==> config.mk <==
export PLATFORM = sky130hd
export DESIGN_NAME = tri_setup
export DESIGN_NICKNAME = d
export VERILOG_FILES = /design/src/fixed_pkg.sv /design/src/raster_pkg.sv /design/src/bbox_calc.sv /design/src/fixed_div.sv /design/src/inv_area.sv /design/src/setup_merge.sv /design/src/slow_dot.sv /design/src/tri_setup.sv
export SDC_FILE = /design/constraint.sdc
export NUM_CORES = 2
export LEC_CHECK = 0
export BUFFER_PORTS_ARGS = -buffer_cell sky130_fd_sc_hd__buf_2
export CAP_MARGIN = 10
export CORE_MARGIN = 3
export CORE_UTILIZATION = 68
export DETAILED_ROUTE_END_ITERATION = 10
export PLACE_DENSITY = 0.87
export SYNTH_ARGS = -nofsm -noshare
export SYNTH_HDL_FRONTEND = slang
export SYNTH_SLANG_ARGS = --single-unit
==> constraint.sdc <==
create_clock -name clk_in -period 29.8 [get_ports clk_in]
set_input_delay 5.96 -clock clk_in [delete_from_list [all_inputs] [get_ports clk_in]]
set_output_delay 5.96 -clock clk_in [all_outputs]
set_load 0.02 [all_outputs]
==> src/fixed_pkg.sv <==
package fixed_pkg;

  // the shoelace form is written for triangles only.
  localparam int VERTS = 3;

  // default signed Q8.8 coordinate format.
  localparam int DEF_XWIDTH = 16;
  localparam int DEF_YWIDTH = 16;
  localparam int DEF_FRAC = 8;

endpackage : fixed_pkg

==> src/raster_pkg.sv <==
package raster_pkg;

  // target screen in pixels.
  localparam int SCREEN_W = 320;
  localparam int SCREEN_H = 240;

  localparam int PIX_X_WIDTH = $clog2(SCREEN_W);  // 0..319.
  localparam int PIX_Y_WIDTH = $clog2(SCREEN_H);  // 0..239.

endpackage : raster_pkg

==> src/bbox_calc.sv <==
`timescale 1ns/100ps

module bbox_calc #(
  parameter int XWIDTH = fixed_pkg::DEF_XWIDTH,
  parameter int YWIDTH = fixed_pkg::DEF_YWIDTH,
  parameter int FRAC = fixed_pkg::DEF_FRAC
) (
  input  logic                                clk_in,
  input  logic                                rst_in,
  input  logic                                valid_in,
  input  logic signed [XWIDTH-1:0]            x0,
  input  logic signed [XWIDTH-1:0]            x1,
  input  logic signed [XWIDTH-1:0]            x2,
  input  logic signed [YWIDTH-1:0]            y0,
  input  logic signed [YWIDTH-1:0]            y1,
  input  logic signed [YWIDTH-1:0]            y2,
  output logic                                valid_out,
  output logic [raster_pkg::PIX_X_WIDTH-1:0] min_x,
  output logic [raster_pkg::PIX_X_WIDTH-1:0] max_x,
  output logic [raster_pkg::PIX_Y_WIDTH-1:0] min_y,
  output logic [raster_pkg::PIX_Y_WIDTH-1:0] max_y
);
  import fixed_pkg::*;
  import raster_pkg::*;

  localparam int IX_WIDTH = XWIDTH - FRAC;
  localparam int IY_WIDTH = YWIDTH - FRAC;

  logic signed [IX_WIDTH-1:0] ix [VERTS];
  logic signed [IY_WIDTH-1:0] iy [VERTS];
  logic s1_valid;
  logic signed [IX_WIDTH-1:0] lo_x;
  logic signed [IX_WIDTH-1:0] hi_x;
  logic signed [IY_WIDTH-1:0] lo_y;
  logic signed [IY_WIDTH-1:0] hi_y;

  function automatic int clamp(input int v, input int hi);
    if (v < 0) begin
      return 0;
    end
    return (v > hi) ? hi : v;
  endfunction

  always_ff @(posedge clk_in) begin
    if (rst_in) begin
      s1_valid <= 1'b0;
      valid_out <= 1'b0;
    end else begin
      s1_valid <= valid_in;
      valid_out <= s1_valid;
    end
  end

  always_ff @(posedge clk_in) begin
    ix[0] <= x0[XWIDTH-1:FRAC];  // upper bits are the floor.
    ix[1] <= x1[XWIDTH-1:FRAC];
    ix[2] <= x2[XWIDTH-1:FRAC];
    iy[0] <= y0[YWIDTH-1:FRAC];
    iy[1] <= y1[YWIDTH-1:FRAC];
    iy[2] <= y2[YWIDTH-1:FRAC];
  end

  always_comb begin
    lo_x = ix[0];
    hi_x = ix[0];
    lo_y = iy[0];
    hi_y = iy[0];
    for (int i = 1; i < VERTS; i++) begin
      if (ix[i] < lo_x) lo_x = ix[i];
      if (ix[i] > hi_x) hi_x = ix[i];
      if (iy[i] < lo_y) lo_y = iy[i];
      if (iy[i] > hi_y) hi_y = iy[i];
    end
  end

  always_ff @(posedge clk_in) begin
    min_x <= PIX_X_WIDTH'(clamp(int'(lo_x), SCREEN_W - 1));
    max_x <= PIX_X_WIDTH'(clamp(int'(hi_x), SCREEN_W - 1));
    min_y <= PIX_Y_WIDTH'(clamp(int'(lo_y), SCREEN_H - 1));
    max_y <= PIX_Y_WIDTH'(clamp(int'(hi_y), SCREEN_H - 1));
  end

endmodule

==> src/fixed_div.sv <==
`timescale 1ns/100ps

module fixed_div #(
  parameter int WIDTH = 2 * fixed_pkg::DEF_XWIDTH,
  parameter int FRAC_BITS = 2 * fixed_pkg::DEF_FRAC
) (
  input  logic             clk_in,
  input  logic             rst_in,
  input  logic             valid_in,
  input  logic [WIDTH-1:0] a,
  input  logic [WIDTH-1:0] b,
  output logic [WIDTH-1:0] q,
  output logic             done,
  output logic             zerodiv,
  output logic             overflow
);
  localparam int N = WIDTH + FRAC_BITS;
  localparam int CNT_WIDTH = $clog2(N + 1);

  logic [N-1:0] num;  // dividend bits shift out as quotient bits shift in.
  logic [WIDTH-1:0] den;
  logic [WIDTH-1:0] rem;
  logic [WIDTH:0] rem_sh;
  logic q_bit;
  logic [WIDTH-1:0] rem_next;
  logic [N-1:0] num_next;
  logic ovf_next;
  logic [CNT_WIDTH-1:0] cnt;  // iterations left or zero when idle.
  logic start;

  assign start = valid_in && (cnt == '0);

  assign rem_sh = {rem, num[N-1]};
  assign q_bit = (rem_sh >= {1'b0, den});
  assign rem_next = q_bit ? WIDTH'(rem_sh - {1'b0, den}) : rem_sh[WIDTH-1:0];
  assign num_next = {num[N-2:0], q_bit};
  assign ovf_next = |num_next[N-1:WIDTH];  // integer part too wide.

  always_ff @(posedge clk_in) begin
    if (rst_in) begin
      cnt <= '0;
      done <= 1'b0;
      zerodiv <= 1'b0;
      overflow <= 1'b0;
    end else begin
      done <= 1'b0;
      if (start) begin
        if (b == '0) begin
          done <= 1'b1;  // no iterations needed.
          zerodiv <= 1'b1;
          overflow <= 1'b0;
        end else begin
          cnt <= CNT_WIDTH'(N);
          zerodiv <= 1'b0;
        end
      end else if (cnt != '0) begin
        cnt <= cnt - 1'b1;
        if (cnt == CNT_WIDTH'(1)) begin
          done <= 1'b1;
          overflow <= ovf_next;
        end
      end
    end
  end

  always_ff @(posedge clk_in) begin
    if (start) begin
      num <= {a, {FRAC_BITS{1'b0}}};
      den <= b;
      rem <= '0;
      if (b == '0) begin
        q <= '1;
      end
    end else if (cnt != '0) begin
      num <= num_next;
      rem <= rem_next;
      if (cnt == CNT_WIDTH'(1)) begin
        q <= ovf_next ? '1 : num_next[WIDTH-1:0];  // saturate.
      end
    end
  end

endmodule

==> src/inv_area.sv <==
`timescale 1ns/100ps

module inv_area #(
  parameter int XWIDTH = fixed_pkg::DEF_XWIDTH,
  parameter int YWIDTH = fixed_pkg::DEF_YWIDTH,
  parameter int FRAC = fixed_pkg::DEF_FRAC,
  localparam int SUB_WIDTH = YWIDTH + 1,
  localparam int DOT_WIDTH = (XWIDTH - FRAC) + (SUB_WIDTH - FRAC) + FRAC + 2,
  localparam int DOT_INT = DOT_WIDTH - FRAC,
  localparam int INV_WIDTH = 2 * (DOT_INT > FRAC ? DOT_INT : FRAC) + 1
) (
  input  logic                     clk_in,
  input  logic                     rst_in,
  input  logic                     valid_in,
  input  logic signed [XWIDTH-1:0] x0,
  input  logic signed [XWIDTH-1:0] x1,
  input  logic signed [XWIDTH-1:0] x2,
  input  logic signed [YWIDTH-1:0] y0,
  input  logic signed [YWIDTH-1:0] y1,
  input  logic signed [YWIDTH-1:0] y2,
  output logic                     done,
  output logic [INV_WIDTH-1:0]     iarea,
  output logic                     clockwise,
  output logic                     zero_area,
  output logic                     overflow
);
  import fixed_pkg::*;

  localparam int INV_FRAC = 2 * FRAC;
  localparam logic [INV_WIDTH-1:0] FIX_ONE = 1 << FRAC;

  enum logic [1:0] {IDLE, DOT, DIV} state;

  logic signed [VERTS-1:0][XWIDTH-1:0] xv;
  logic signed [VERTS-1:0][SUB_WIDTH-1:0] dy;
  logic dot_start;
  logic dot_valid;
  logic signed [DOT_WIDTH-1:0] dot_p;
  logic [INV_WIDTH-1:0] dot_mag;
  logic [INV_WIDTH-1:0] div_q;
  logic div_done;
  logic div_zerodiv;
  logic div_overflow;

  assign dot_mag = dot_p[DOT_WIDTH-1] ? INV_WIDTH'(-dot_p) : INV_WIDTH'(dot_p);

  slow_dot #(
    .A_WIDTH(XWIDTH),
    .B_WIDTH(SUB_WIDTH),
    .FRAC(FRAC)
  ) dot_i (
    .clk_in(clk_in),
    .rst_in(rst_in),
    .valid_in(dot_start),
    .a(xv),
    .b(dy),
    .valid_out(dot_valid),
    .p(dot_p)
  );

  fixed_div #(
    .WIDTH(INV_WIDTH),
    .FRAC_BITS(INV_FRAC)
  ) div_i (
    .clk_in(clk_in),
    .rst_in(rst_in),
    .valid_in(dot_valid),
    .a(FIX_ONE),
    .b(dot_mag),
    .q(div_q),
    .done(div_done),
    .zerodiv(div_zerodiv),
    .overflow(div_overflow)
  );

  always_ff @(posedge clk_in) begin
    if (rst_in) begin
      state <= IDLE;
      dot_start <= 1'b0;
      done <= 1'b0;
    end else begin
      dot_start <= 1'b0;
      done <= 1'b0;
      case (state)
        IDLE: begin
          if (valid_in) begin
            state <= DOT;
            dot_start <= 1'b1;
          end
        end
        DOT: begin
          if (dot_valid) begin
            state <= DIV;
          end
        end
        DIV: begin
          if (div_done) begin
            state <= IDLE;
            done <= 1'b1;
          end
        end
        default: state <= IDLE;
      endcase
    end
  end

  always_ff @(posedge clk_in) begin
    if (state == IDLE && valid_in) begin
      xv <= {x2, x1, x0};
      dy[0] <= y1 - y2;
      dy[1] <= y2 - y0;
      dy[2] <= y0 - y1;
    end
    if (state == DOT && dot_valid) begin
      clockwise <= dot_p[DOT_WIDTH-1];  // negative area.
    end
    if (state == DIV && div_done) begin
      iarea <= div_q;
      zero_area <= div_zerodiv;
      overflow <= div_overflow;
    end
  end

endmodule

==> src/setup_merge.sv <==
`timescale 1ns/100ps

module setup_merge #(
  parameter int INV_WIDTH = 2 * fixed_pkg::DEF_XWIDTH
) (
  input  logic                               clk_in,
  input  logic                               rst_in,
  input  logic                               bbox_valid,
  input  logic [raster_pkg::PIX_X_WIDTH-1:0] min_x_in,
  input  logic [raster_pkg::PIX_X_WIDTH-1:0] max_x_in,
  input  logic [raster_pkg::PIX_Y_WIDTH-1:0] min_y_in,
  input  logic [raster_pkg::PIX_Y_WIDTH-1:0] max_y_in,
  input  logic                               area_done,
  input  logic [INV_WIDTH-1:0]               iarea_in,
  input  logic                               clockwise,
  input  logic                               zero_area,
  input  logic                               overflow,
  input  logic                               cull_back,
  output logic                               valid_out,
  output logic [raster_pkg::PIX_X_WIDTH-1:0] min_x,
  output logic [raster_pkg::PIX_X_WIDTH-1:0] max_x,
  output logic [raster_pkg::PIX_Y_WIDTH-1:0] min_y,
  output logic [raster_pkg::PIX_Y_WIDTH-1:0] max_y,
  output logic [INV_WIDTH-1:0]               iarea,
  output logic                               culled
);
  import raster_pkg::*;

  logic pending;
  logic [PIX_X_WIDTH-1:0] hold_min_x;
  logic [PIX_X_WIDTH-1:0] hold_max_x;
  logic [PIX_Y_WIDTH-1:0] hold_min_y;
  logic [PIX_Y_WIDTH-1:0] hold_max_y;
  logic cull_now;
  logic emit;

  assign cull_now = zero_area | overflow | (cull_back & clockwise);
  assign emit = area_done & (pending | bbox_valid);

  always_ff @(posedge clk_in) begin
    if (rst_in) begin
      pending <= 1'b0;
      valid_out <= 1'b0;
      culled <= 1'b0;
    end else begin
      valid_out <= emit;
      if (emit) begin
        pending <= 1'b0;
        culled <= cull_now;
      end else if (bbox_valid) begin
        pending <= 1'b1;  // box waits for the area result.
      end
    end
  end

  always_ff @(posedge clk_in) begin
    if (bbox_valid) begin
      hold_min_x <= min_x_in;
      hold_max_x <= max_x_in;
      hold_min_y <= min_y_in;
      hold_max_y <= max_y_in;
    end
    if (emit) begin
      min_x <= bbox_valid ? min_x_in : hold_min_x;
      max_x <= bbox_valid ? max_x_in : hold_max_x;
      min_y <= bbox_valid ? min_y_in : hold_min_y;
      max_y <= bbox_valid ? max_y_in : hold_max_y;
      iarea <= cull_now ? '0 : iarea_in;
    end
  end

endmodule

==> src/slow_dot.sv <==
`timescale 1ns/100ps

module slow_dot #(
  parameter int A_WIDTH = fixed_pkg::DEF_XWIDTH,
  parameter int B_WIDTH = fixed_pkg::DEF_YWIDTH + 1,
  parameter int FRAC = fixed_pkg::DEF_FRAC,
  localparam int DOT_WIDTH = (A_WIDTH - FRAC) + (B_WIDTH - FRAC) + FRAC + 2
) (
  input  logic                                            clk_in,
  input  logic                                            rst_in,
  input  logic                                            valid_in,
  input  logic signed [fixed_pkg::VERTS-1:0][A_WIDTH-1:0] a,
  input  logic signed [fixed_pkg::VERTS-1:0][B_WIDTH-1:0] b,
  output logic                                            valid_out,
  output logic signed [DOT_WIDTH-1:0]                     p
);
  import fixed_pkg::*;

  localparam int ACC_WIDTH = A_WIDTH + B_WIDTH + 2;
  localparam int CNT_WIDTH = $clog2(VERTS);
  localparam int LAST = VERTS - 1;

  logic signed [VERTS-1:0][A_WIDTH-1:0] a_r;
  logic signed [VERTS-1:0][B_WIDTH-1:0] b_r;
  logic signed [ACC_WIDTH-1:0] acc;
  logic signed [ACC_WIDTH-1:0] term;
  logic signed [ACC_WIDTH-1:0] sum;
  logic [CNT_WIDTH-1:0] cnt;
  logic running;
  logic start;

  assign start = valid_in & ~running;
  assign term = $signed(a_r[cnt]) * $signed(b_r[cnt]);  // full precision.
  assign sum = acc + term;

  always_ff @(posedge clk_in) begin
    if (rst_in) begin
      running <= 1'b0;
      cnt <= '0;
      valid_out <= 1'b0;
    end else begin
      valid_out <= 1'b0;
      if (start) begin
        running <= 1'b1;
        cnt <= '0;
      end else if (running) begin
        if (cnt == CNT_WIDTH'(LAST)) begin
          running <= 1'b0;
          valid_out <= 1'b1;
        end else begin
          cnt <= cnt + 1'b1;
        end
      end
    end
  end

  always_ff @(posedge clk_in) begin
    if (start) begin
      a_r <= a;
      b_r <= b;
      acc <= '0;
    end else if (running) begin
      acc <= sum;
      if (cnt == CNT_WIDTH'(LAST)) begin
        p <= DOT_WIDTH'(sum >>> FRAC);  // floor back to FRAC bits.
      end
    end
  end

endmodule

==> src/tri_setup.sv <==
`timescale 1ns/100ps

module tri_setup #(
  parameter int XWIDTH = fixed_pkg::DEF_XWIDTH,
  parameter int YWIDTH = fixed_pkg::DEF_YWIDTH,
  parameter int FRAC = fixed_pkg::DEF_FRAC,
  localparam int SUB_WIDTH = YWIDTH + 1,
  localparam int DOT_WIDTH = (XWIDTH - FRAC) + (SUB_WIDTH - FRAC) + FRAC + 2,
  localparam int DOT_INT = DOT_WIDTH - FRAC,
  localparam int INV_WIDTH = 2 * (DOT_INT > FRAC ? DOT_INT : FRAC) + 1
) (
  input  logic                               clk_in,
  input  logic                               rst_in,
  input  logic                               valid_in,
  input  logic signed [XWIDTH-1:0]           x0,
  input  logic signed [XWIDTH-1:0]           x1,
  input  logic signed [XWIDTH-1:0]           x2,
  input  logic signed [YWIDTH-1:0]           y0,
  input  logic signed [YWIDTH-1:0]           y1,
  input  logic signed [YWIDTH-1:0]           y2,
  input  logic                               cull_back,
  output logic                               busy,
  output logic                               valid_out,
  output logic [raster_pkg::PIX_X_WIDTH-1:0] min_x,
  output logic [raster_pkg::PIX_X_WIDTH-1:0] max_x,
  output logic [raster_pkg::PIX_Y_WIDTH-1:0] min_y,
  output logic [raster_pkg::PIX_Y_WIDTH-1:0] max_y,
  output logic [INV_WIDTH-1:0]               iarea,
  output logic                               culled
);
  import raster_pkg::*;

  logic accept;
  logic bbox_valid;
  logic [PIX_X_WIDTH-1:0] bb_min_x;
  logic [PIX_X_WIDTH-1:0] bb_max_x;
  logic [PIX_Y_WIDTH-1:0] bb_min_y;
  logic [PIX_Y_WIDTH-1:0] bb_max_y;
  logic area_done;
  logic [INV_WIDTH-1:0] area_iarea;
  logic area_cw;
  logic area_zero;
  logic area_ovf;

  assign accept = valid_in & ~busy;  // dropped while a triangle is in flight.

  always_ff @(posedge clk_in) begin
    if (rst_in) begin
      busy <= 1'b0;
    end else if (accept) begin
      busy <= 1'b1;
    end else if (valid_out) begin
      busy <= 1'b0;
    end
  end

  inv_area #(
    .XWIDTH(XWIDTH),
    .YWIDTH(YWIDTH),
    .FRAC(FRAC)
  ) inv_i (
    .clk_in(clk_in),
    .rst_in(rst_in),
    .valid_in(accept),
    .x0(x0),
    .x1(x1),
    .x2(x2),
    .y0(y0),
    .y1(y1),
    .y2(y2),
    .done(area_done),
    .iarea(area_iarea),
    .clockwise(area_cw),
    .zero_area(area_zero),
    .overflow(area_ovf)
  );

  bbox_calc #(
    .XWIDTH(XWIDTH),
    .YWIDTH(YWIDTH),
    .FRAC(FRAC)
  ) bbox_i (
    .clk_in(clk_in),
    .rst_in(rst_in),
    .valid_in(accept),
    .x0(x0),
    .x1(x1),
    .x2(x2),
    .y0(y0),
    .y1(y1),
    .y2(y2),
    .valid_out(bbox_valid),
    .min_x(bb_min_x),
    .max_x(bb_max_x),
    .min_y(bb_min_y),
    .max_y(bb_max_y)
  );

  setup_merge #(
    .INV_WIDTH(INV_WIDTH)
  ) merge_i (
    .clk_in(clk_in),
    .rst_in(rst_in),
    .bbox_valid(bbox_valid),
    .min_x_in(bb_min_x),
    .max_x_in(bb_max_x),
    .min_y_in(bb_min_y),
    .max_y_in(bb_max_y),
    .area_done(area_done),
    .iarea_in(area_iarea),
    .clockwise(area_cw),
    .zero_area(area_zero),
    .overflow(area_ovf),
    .cull_back(cull_back),
    .valid_out(valid_out),
    .min_x(min_x),
    .max_x(max_x),
    .min_y(min_y),
    .max_y(max_y),
    .iarea(iarea),
    .culled(culled)
  );

endmodule

Word-level counts from Yosys, hierarchy flattened
Memories as Yosys holds them, arrays and structs flattened.
Index checks and enable logic that the tools add are counted.
Cells by class
  $add $sub $neg: 8
  multiply operators: 1
  $lt $le $gt $ge: 18
  eq/ne operators: 9
  muxes and demuxes: 54
  bitwise logic cells: 13
  reduce and logical (&&, ||, !) cells: 26
Operators with widths (count)
  $mux W39: 7
  $mux W8: 12
  $sub A16 B16 Y17: 3
  $ge A40 B39 Y1: 1
  $logic_not A39 Y1: 1
  $neg A27 Y39: 1
  $sub A39 B39 Y39: 1
  $mux W9: 4
  $add A35 B33 Y35: 1
  $bmux W17 S2: 1
  $mul A16 B17 Y33: 1
  $bmux W16 S2: 1
  $gt A8 B8 Y1: 4
  $lt A8 B1 Y1 const B: 4
  $lt A8 B8 Y1: 4
  $gt A8 B10 Y1 const B: 2
  $mux W1: 20
  $gt A8 B9 Y1 const B: 2
  $mux W6: 3
  $mux W17: 1
  $mux W16: 1
  $reduce_or A16 Y1: 1
  $reduce_or A2 Y1: 8
  $reduce_and A3 Y1: 3
  other kinds (20): 42
Storage, ports and cells
  bits in registers: 638
  bits in writable memories: 48
  input bits: 100
  word-level logic and storage cells: 186
  memories kept: 2
Memory list
  bbox_i.ix: words 3, bits a word 8, rd ports 3, clocked after Yosys merged registers in 0, write ports 3, line bbox_calc.sv:29  | logic signed [IX_WIDTH-1:0] ix [VERTS];
  bbox_i.iy: words 3, bits a word 8, rd ports 3, clocked after Yosys merged registers in 0, write ports 3, line bbox_calc.sv:30  | logic signed [IY_WIDTH-1:0] iy [VERTS];

Longest topological paths before layout
An unclocked memory read counts as a cell.
  depth after elaboration: 8
  gate-level depth with buffers: 30
  mapped depth without buffers: 27

Modules after synthesis
Synthesis repeated with hierarchy kept, for this count alone.
Second synthesis, totals
  cell total of the unflattened synthesis: 3912
  area, all modules: 42568.3 µm²
Modules (own cells, without submodules)
  slow_dot: times used 1, cells an instance 1710, area each 17655.7 µm²
  fixed_div: times used 1, cells an instance 1000, area each 9502.9 µm²
  inv_area: times used 1, cells an instance 627, area each 7573.5 µm²
  bbox_calc: times used 1, cells an instance 373, area each 4091.4 µm²
  setup_merge: times used 1, cells an instance 198, area each 3704.8 µm²
  tri_setup: times used 1, cells an instance 4, area each 40.0 µm²

Worst setup path after synthesis
Ideal clock, no wire load.
  path type: input port to flip-flop
  from: input valid_in
  to: register inv_i.dy[0] (netlist bit) (enable)
  setup time: 0.678 ns
  arrival: 12.767 ns
  required time: 29.122 ns
  slack: 16.355 ns
  stages: 2
  cells stage by stage: nand2b_1 -> nor3_1
Between the ends
  cells in the longest elaborated chain, start to end: 2
Ends and longest elaborated chain
  start: declaration: line tri_setup.sv:14  | input logic valid_in,
  $and A1 B1 Y1: line tri_setup.sv:45  | assign accept = valid_in & ~busy;
  $logic_and A1 B1 Y1: line inv_area.sv:108  | if (state == IDLE && valid_in) begin
  end: declaration: line inv_area.sv:35  | logic signed [VERTS-1:0][SUB_WIDTH-1:0] dy;
No other way between the ends.
A chain may end at the register's enable or synchronous reset.

Final worst setup path
  from: register inv_i.dot_i.cnt[1]
  to: register inv_i.dot_i.acc[34]
Between the ends
  cells in the longest elaborated chain, start to end: 4
  elaborated cells between the ends (all ways): 6
  those cells by class: add/sub: 1; mul: 1; mux: 4
Ends and longest elaborated chain
  start: declaration: line slow_dot.sv:28  | logic [CNT_WIDTH-1:0] cnt;
  start signal: assignment: line slow_dot.sv:51  | cnt <= cnt + 1'b1;
  $bmux W16 S2 or $bmux W17 S2 (tied branches): line slow_dot.sv:33  | assign term = $signed(a_r[cnt]) * $signed(b_r[cnt]);
  $mux W16 (not written as such) or $mux W17 (tied branches): line slow_dot.sv:33
  $mul A16 B17 Y33 *: line slow_dot.sv:33
  $add A35 B33 Y35 *: line slow_dot.sv:34  | assign sum = acc + term;
  net inv_i.dot_i.sum[34]: line slow_dot.sv:27  | logic signed [ACC_WIDTH-1:0] sum;
  end signal: assignment: line slow_dot.sv:63  | acc <= sum;
  end: declaration: line slow_dot.sv:25  | logic signed [ACC_WIDTH-1:0] acc;
The timed path passes the listed nets; every way through them passes the cells marked *. The select of a mux whose other input is x is not followed.

==> metrics list <==
* Fraction of final layout cells sized beyond drive strength 1: 9.76%
- Remaining Overflow, GRT: 0
- Post-cts hold buffer count: 0
- Final min period: 8740 ps
- For this run, the post-layout net count is 4,602.
* Number of H-tree branching levels: 3
* Mapped Area: 0.0406 sq mm
- Largest net degree at the start of global routing: 97
- Counting cells, the worst reg-to-reg path comes to 27.
* Number of pins exceeding their max-slew limit in the final report: 0
- Max-cap check violation count: 0
* Die Height: 250 microns
- Drt first pass iters: 8
* Reg-to-Reg End: inv_i.dot_i.acc[34]
- Io pins: 176
- At the pin with the least slew margin, the transition time is 1200 ps.
- Classification of the worst setup path: flop to flop
- Counting flops with a built-in enable in the synthesized netlist gives 418.
- Count of port buffers added during placement: 175
- Achievable frequency: 0.114 GHz
- Setup repair after global routing left no endpoint under its margin.
- Leading post-synthesis cells by cell area: sky130_fd_sc_hd__edfxtp_1 (31%), sky130_fd_sc_hd__fa_1 (16%), sky130_fd_sc_hd__dfxtp_1 (13%), sky130_fd_sc_hd__ha_1 (7.4%), sky130_fd_sc_hd__inv_1 (4.6%)
- After synthesis, the share of flip-flops with an asynchronous set or reset is 0%.
* Synth cell count leaders: sky130_fd_sc_hd__inv_1 (501), sky130_fd_sc_hd__edfxtp_1 (418), sky130_fd_sc_hd__nand2_1 (388)
- Critical path required time: 30,290 ps
- Nature of the critical path endpoint: flop
- The core region is 0.0585 sq mm.
- Synthesis-to-layout area growth: 9.95%
- Summing the areas of all and, or, nand and nor instances in the mapped netlist gives 12.0% of the synthesized area.
- The flow ran to the end, and the final reports show no timing, DRC or antenna violations.
- The critical path ends at inv_i.dot_i.acc[34].
- Global-route wire length before repair: 142,000 microns
- The number of setup buffers added after CTS is 0.
- Clock transition at the registers of the reported paths: 70 ps
- Arrival time at the worst endpoint: 9230 ps
* Routed wire length per instance: 17.9 microns
- Headroom to the max-slew limit came out at 19.4%.
* Vias per Instance: 5.82
* Worst Min Path Start: inv_i.xv[21]
* Sequential cell area fraction in the yosys report: 44.0%
- Gp weighted congestion: 0.936
- The clock passes through at most 3 buffers.
* Largest family of logic cells by synthesized area: adder cells
* Die X: 250 microns
- Final TNS setup: 0 ps
- CTS Buf Count: 70
- FF-to-FF setup slack: 21,060 ps
* Antenna diode count: 0
* Mux cell area share after synthesis: 2.49%
- After synthesis the netlist holds a flip-flop and latch count of 684.
* Clock latency on the worst-skew pair: 640 ps
- The floorplan has 88 rows.
- XOR/XNOR share of the synthesized area: 2.91%
* Main flop type after synthesis: sky130_fd_sc_hd__edfxtp_1
* Iteration-0 DRC count of the detailed router: 1,979
- # resized after CTS: 0
* Count of clock tree sinks: 684
- The detail route stage leaves a number of antenna-violating nets equal to 0.
- Crit share post-route: 29.3%
* Critical-path maximum fanout: 53
* Setup crit start kind: flop
* Library cell with the largest summed area after synthesis: sky130_fd_sc_hd__edfxtp_1
* Post-synth top area share: 30.9%
* Master cell of the clock root buffer: sky130_fd_sc_hd__clkbuf_16
* CTS tree: done
* GRT Total Usage: 27.7%
- Mean area per synthesized cell: 10.8 sq um
- Setup clock skew after layout: 41.6 ps
* Initial antenna violation count: 0
* Launch point of the worst path: inv_i.dot_i.cnt[1]
* DRC violations left: 0
- The floorplan step defined a die boundary enclosing 0.0627 sq mm.
- Synthesized netlist cell count: 3,774
- For this block, the routed nets add up to 85,100 microns of wire.
* Vias in the first global route: 29,100
* Final hold violation count: 0
- Yosys printed 0 warnings.
- Vias: 27,700
- Once detailed placement completed, the half-perimeter wirelength came to 62,000 microns.
- In the post-synthesis netlist, the cell with the most instances is sky130_fd_sc_hd__inv_1.
* Endpoints failing setup: 0
- Once the floorplan was initialized, standard cells occupied 69.5% of the core.
* Worst reg2reg path startpoint: inv_i.dot_i.cnt[1]
- Post-synth cell types: 75
- Summing the areas of all compound-gate instances in the mapped netlist gives 9.40% of the synthesized area.
* Adder and majority cell fraction of the synthesized area: 23.4%
- The min-delay analysis places its worst path in the category flop to flop.
[per-stage QoR]
step           hold slack (ps)  cell area (sq um)  utilization, %  worst slack (ps)  std cells
5_1_grt                    413              44700            76.4             20450       4759
3_5_place_dp               405              42300            72.4             20860       4627
2_1_floorplan              393              40700               -             16350       3789
6_report                   402              44700            76.4             21060       4759
3_3_place_gp               400              42300            72.4             20920       4627
4_1_cts                    402              44700            76.4             21070       4756
[critical path, stage by stage, from the launching register on]
cell,delay [ps]
sky130_fd_sc_hd__dfxtp_1,320
sky130_fd_sc_hd__buf_4,350
sky130_fd_sc_hd__inv_1,190
sky130_fd_sc_hd__nor2_4,130
sky130_fd_sc_hd__buf_4,450
sky130_fd_sc_hd__nand2_1,100
sky130_fd_sc_hd__o21ai_1,640
sky130_fd_sc_hd__nand2_1,220
sky130_fd_sc_hd__fa_1,600
sky130_fd_sc_hd__inv_1,50
sky130_fd_sc_hd__fa_1,540
sky130_fd_sc_hd__fa_1,460
sky130_fd_sc_hd__fa_1,530
sky130_fd_sc_hd__fa_1,570
sky130_fd_sc_hd__inv_1,70
sky130_fd_sc_hd__fa_1,530
sky130_fd_sc_hd__inv_1,40
sky130_fd_sc_hd__ha_1,370
sky130_fd_sc_hd__a22oi_1,240
sky130_fd_sc_hd__nand3_1,120
sky130_fd_sc_hd__o21ai_0,410
sky130_fd_sc_hd__o31ai_1,170
sky130_fd_sc_hd__a211oi_1,580
sky130_fd_sc_hd__o211a_1,330
sky130_fd_sc_hd__o31ai_1,100
sky130_fd_sc_hd__a21oi_1,210
sky130_fd_sc_hd__xnor2_1,100
sky130_fd_sc_hd__a21o_1,180
[cells in the final DEF, fill, tap and decap left out, drive strengths merged, types with 23 or more instances in the layout]
cell / n
o21a: 34
ha: 241
xnor2: 105
clkinv: 23
nor2b: 39
or3: 58
nand2: 388
nand2b: 64
fa: 324
clkbuf: 97
mux2: 33
nor3: 52
dfxtp: 266
edfxtp: 418
buf: 209
o21ai: 179
xor2: 30
nand3: 31
mux2i: 64
a31oi: 37
a21oi: 176
inv: 504
nor2: 264
and2: 58
a211oi: 24
a21o: 58
[registers in the layout, indices dropped and copies added, names as in the netlist, 9 cells and up]
register            count
inv_i.dot_i.p          27
merge_i.max_x           9
inv_i.iarea            39
merge_i.min_x           9
inv_i.dot_i.a_r        48
inv_i.div_i.q          39
inv_i.xv               48
inv_i.dy               51
inv_i.div_i.den        39
merge_i.hold_min_x      9
inv_i.dot_i.b_r        51
merge_i.iarea          39
inv_i.div_i.rem        39
merge_i.hold_max_x      9
inv_i.div_i.num        55
bbox_i.ix              24
inv_i.dot_i.acc        35
bbox_i.iy              24
[how the worst min path moves through the flow]
stage | to | slack [ps] | cells after the start
after floorplan | merge_i.pending | 390 | 1
after global placement | inv_i.dot_i.b_r[18] | 400 | 0
after detailed placement | inv_i.dot_i.a_r[1] | 400 | 0
after CTS | inv_i.dot_i.a_r[21] | 400 | 0
after global routing | inv_i.dot_i.a_r[16] | 410 | 0
final | inv_i.dot_i.a_r[21] | 400 | 0
[cell type report]
class | count | area (sq um)
Clock buffer | 97 | 1940
Clock inverter | 32 | 423
Fill cell | 3495 | 13800
Inverter | 501 | 1880
Multi-Input combinational cell | 2471 | 20500
Sequential cell | 684 | 17900
Tap cell | 765 | 957
Timing Repair Buffer | 209 | 1130
[kinds of logic (layout without fill, tap and decap cells)]
kind of cell,Yosys count,count (layout)
XOR/XNOR,135,135
multiplexers,97,97
AO/OA/AOI/OAI,615,615
adder cells (fa/ha/maj),565,565
AND/OR/NAND/NOR,1043,1043
flip-flops,684,684
buffers and inverters,634,839
other,1,16
[per-layer routing]
layer | track usage, % | vias up | part of all wire, %
met5 | 0 | - | 0
met1 | 34.3 | 13400 | 39
met2 | 49.5 | 1059 | 51
met4 | 10.2 | 0 | 3.2
met3 | 4.16 | 229 | 6.4
li1 | - | 13000 | -
Power is left out: the tool's default activity adds up to more than one toggle a clock period on the data nets, which glitch-free logic cannot reach.
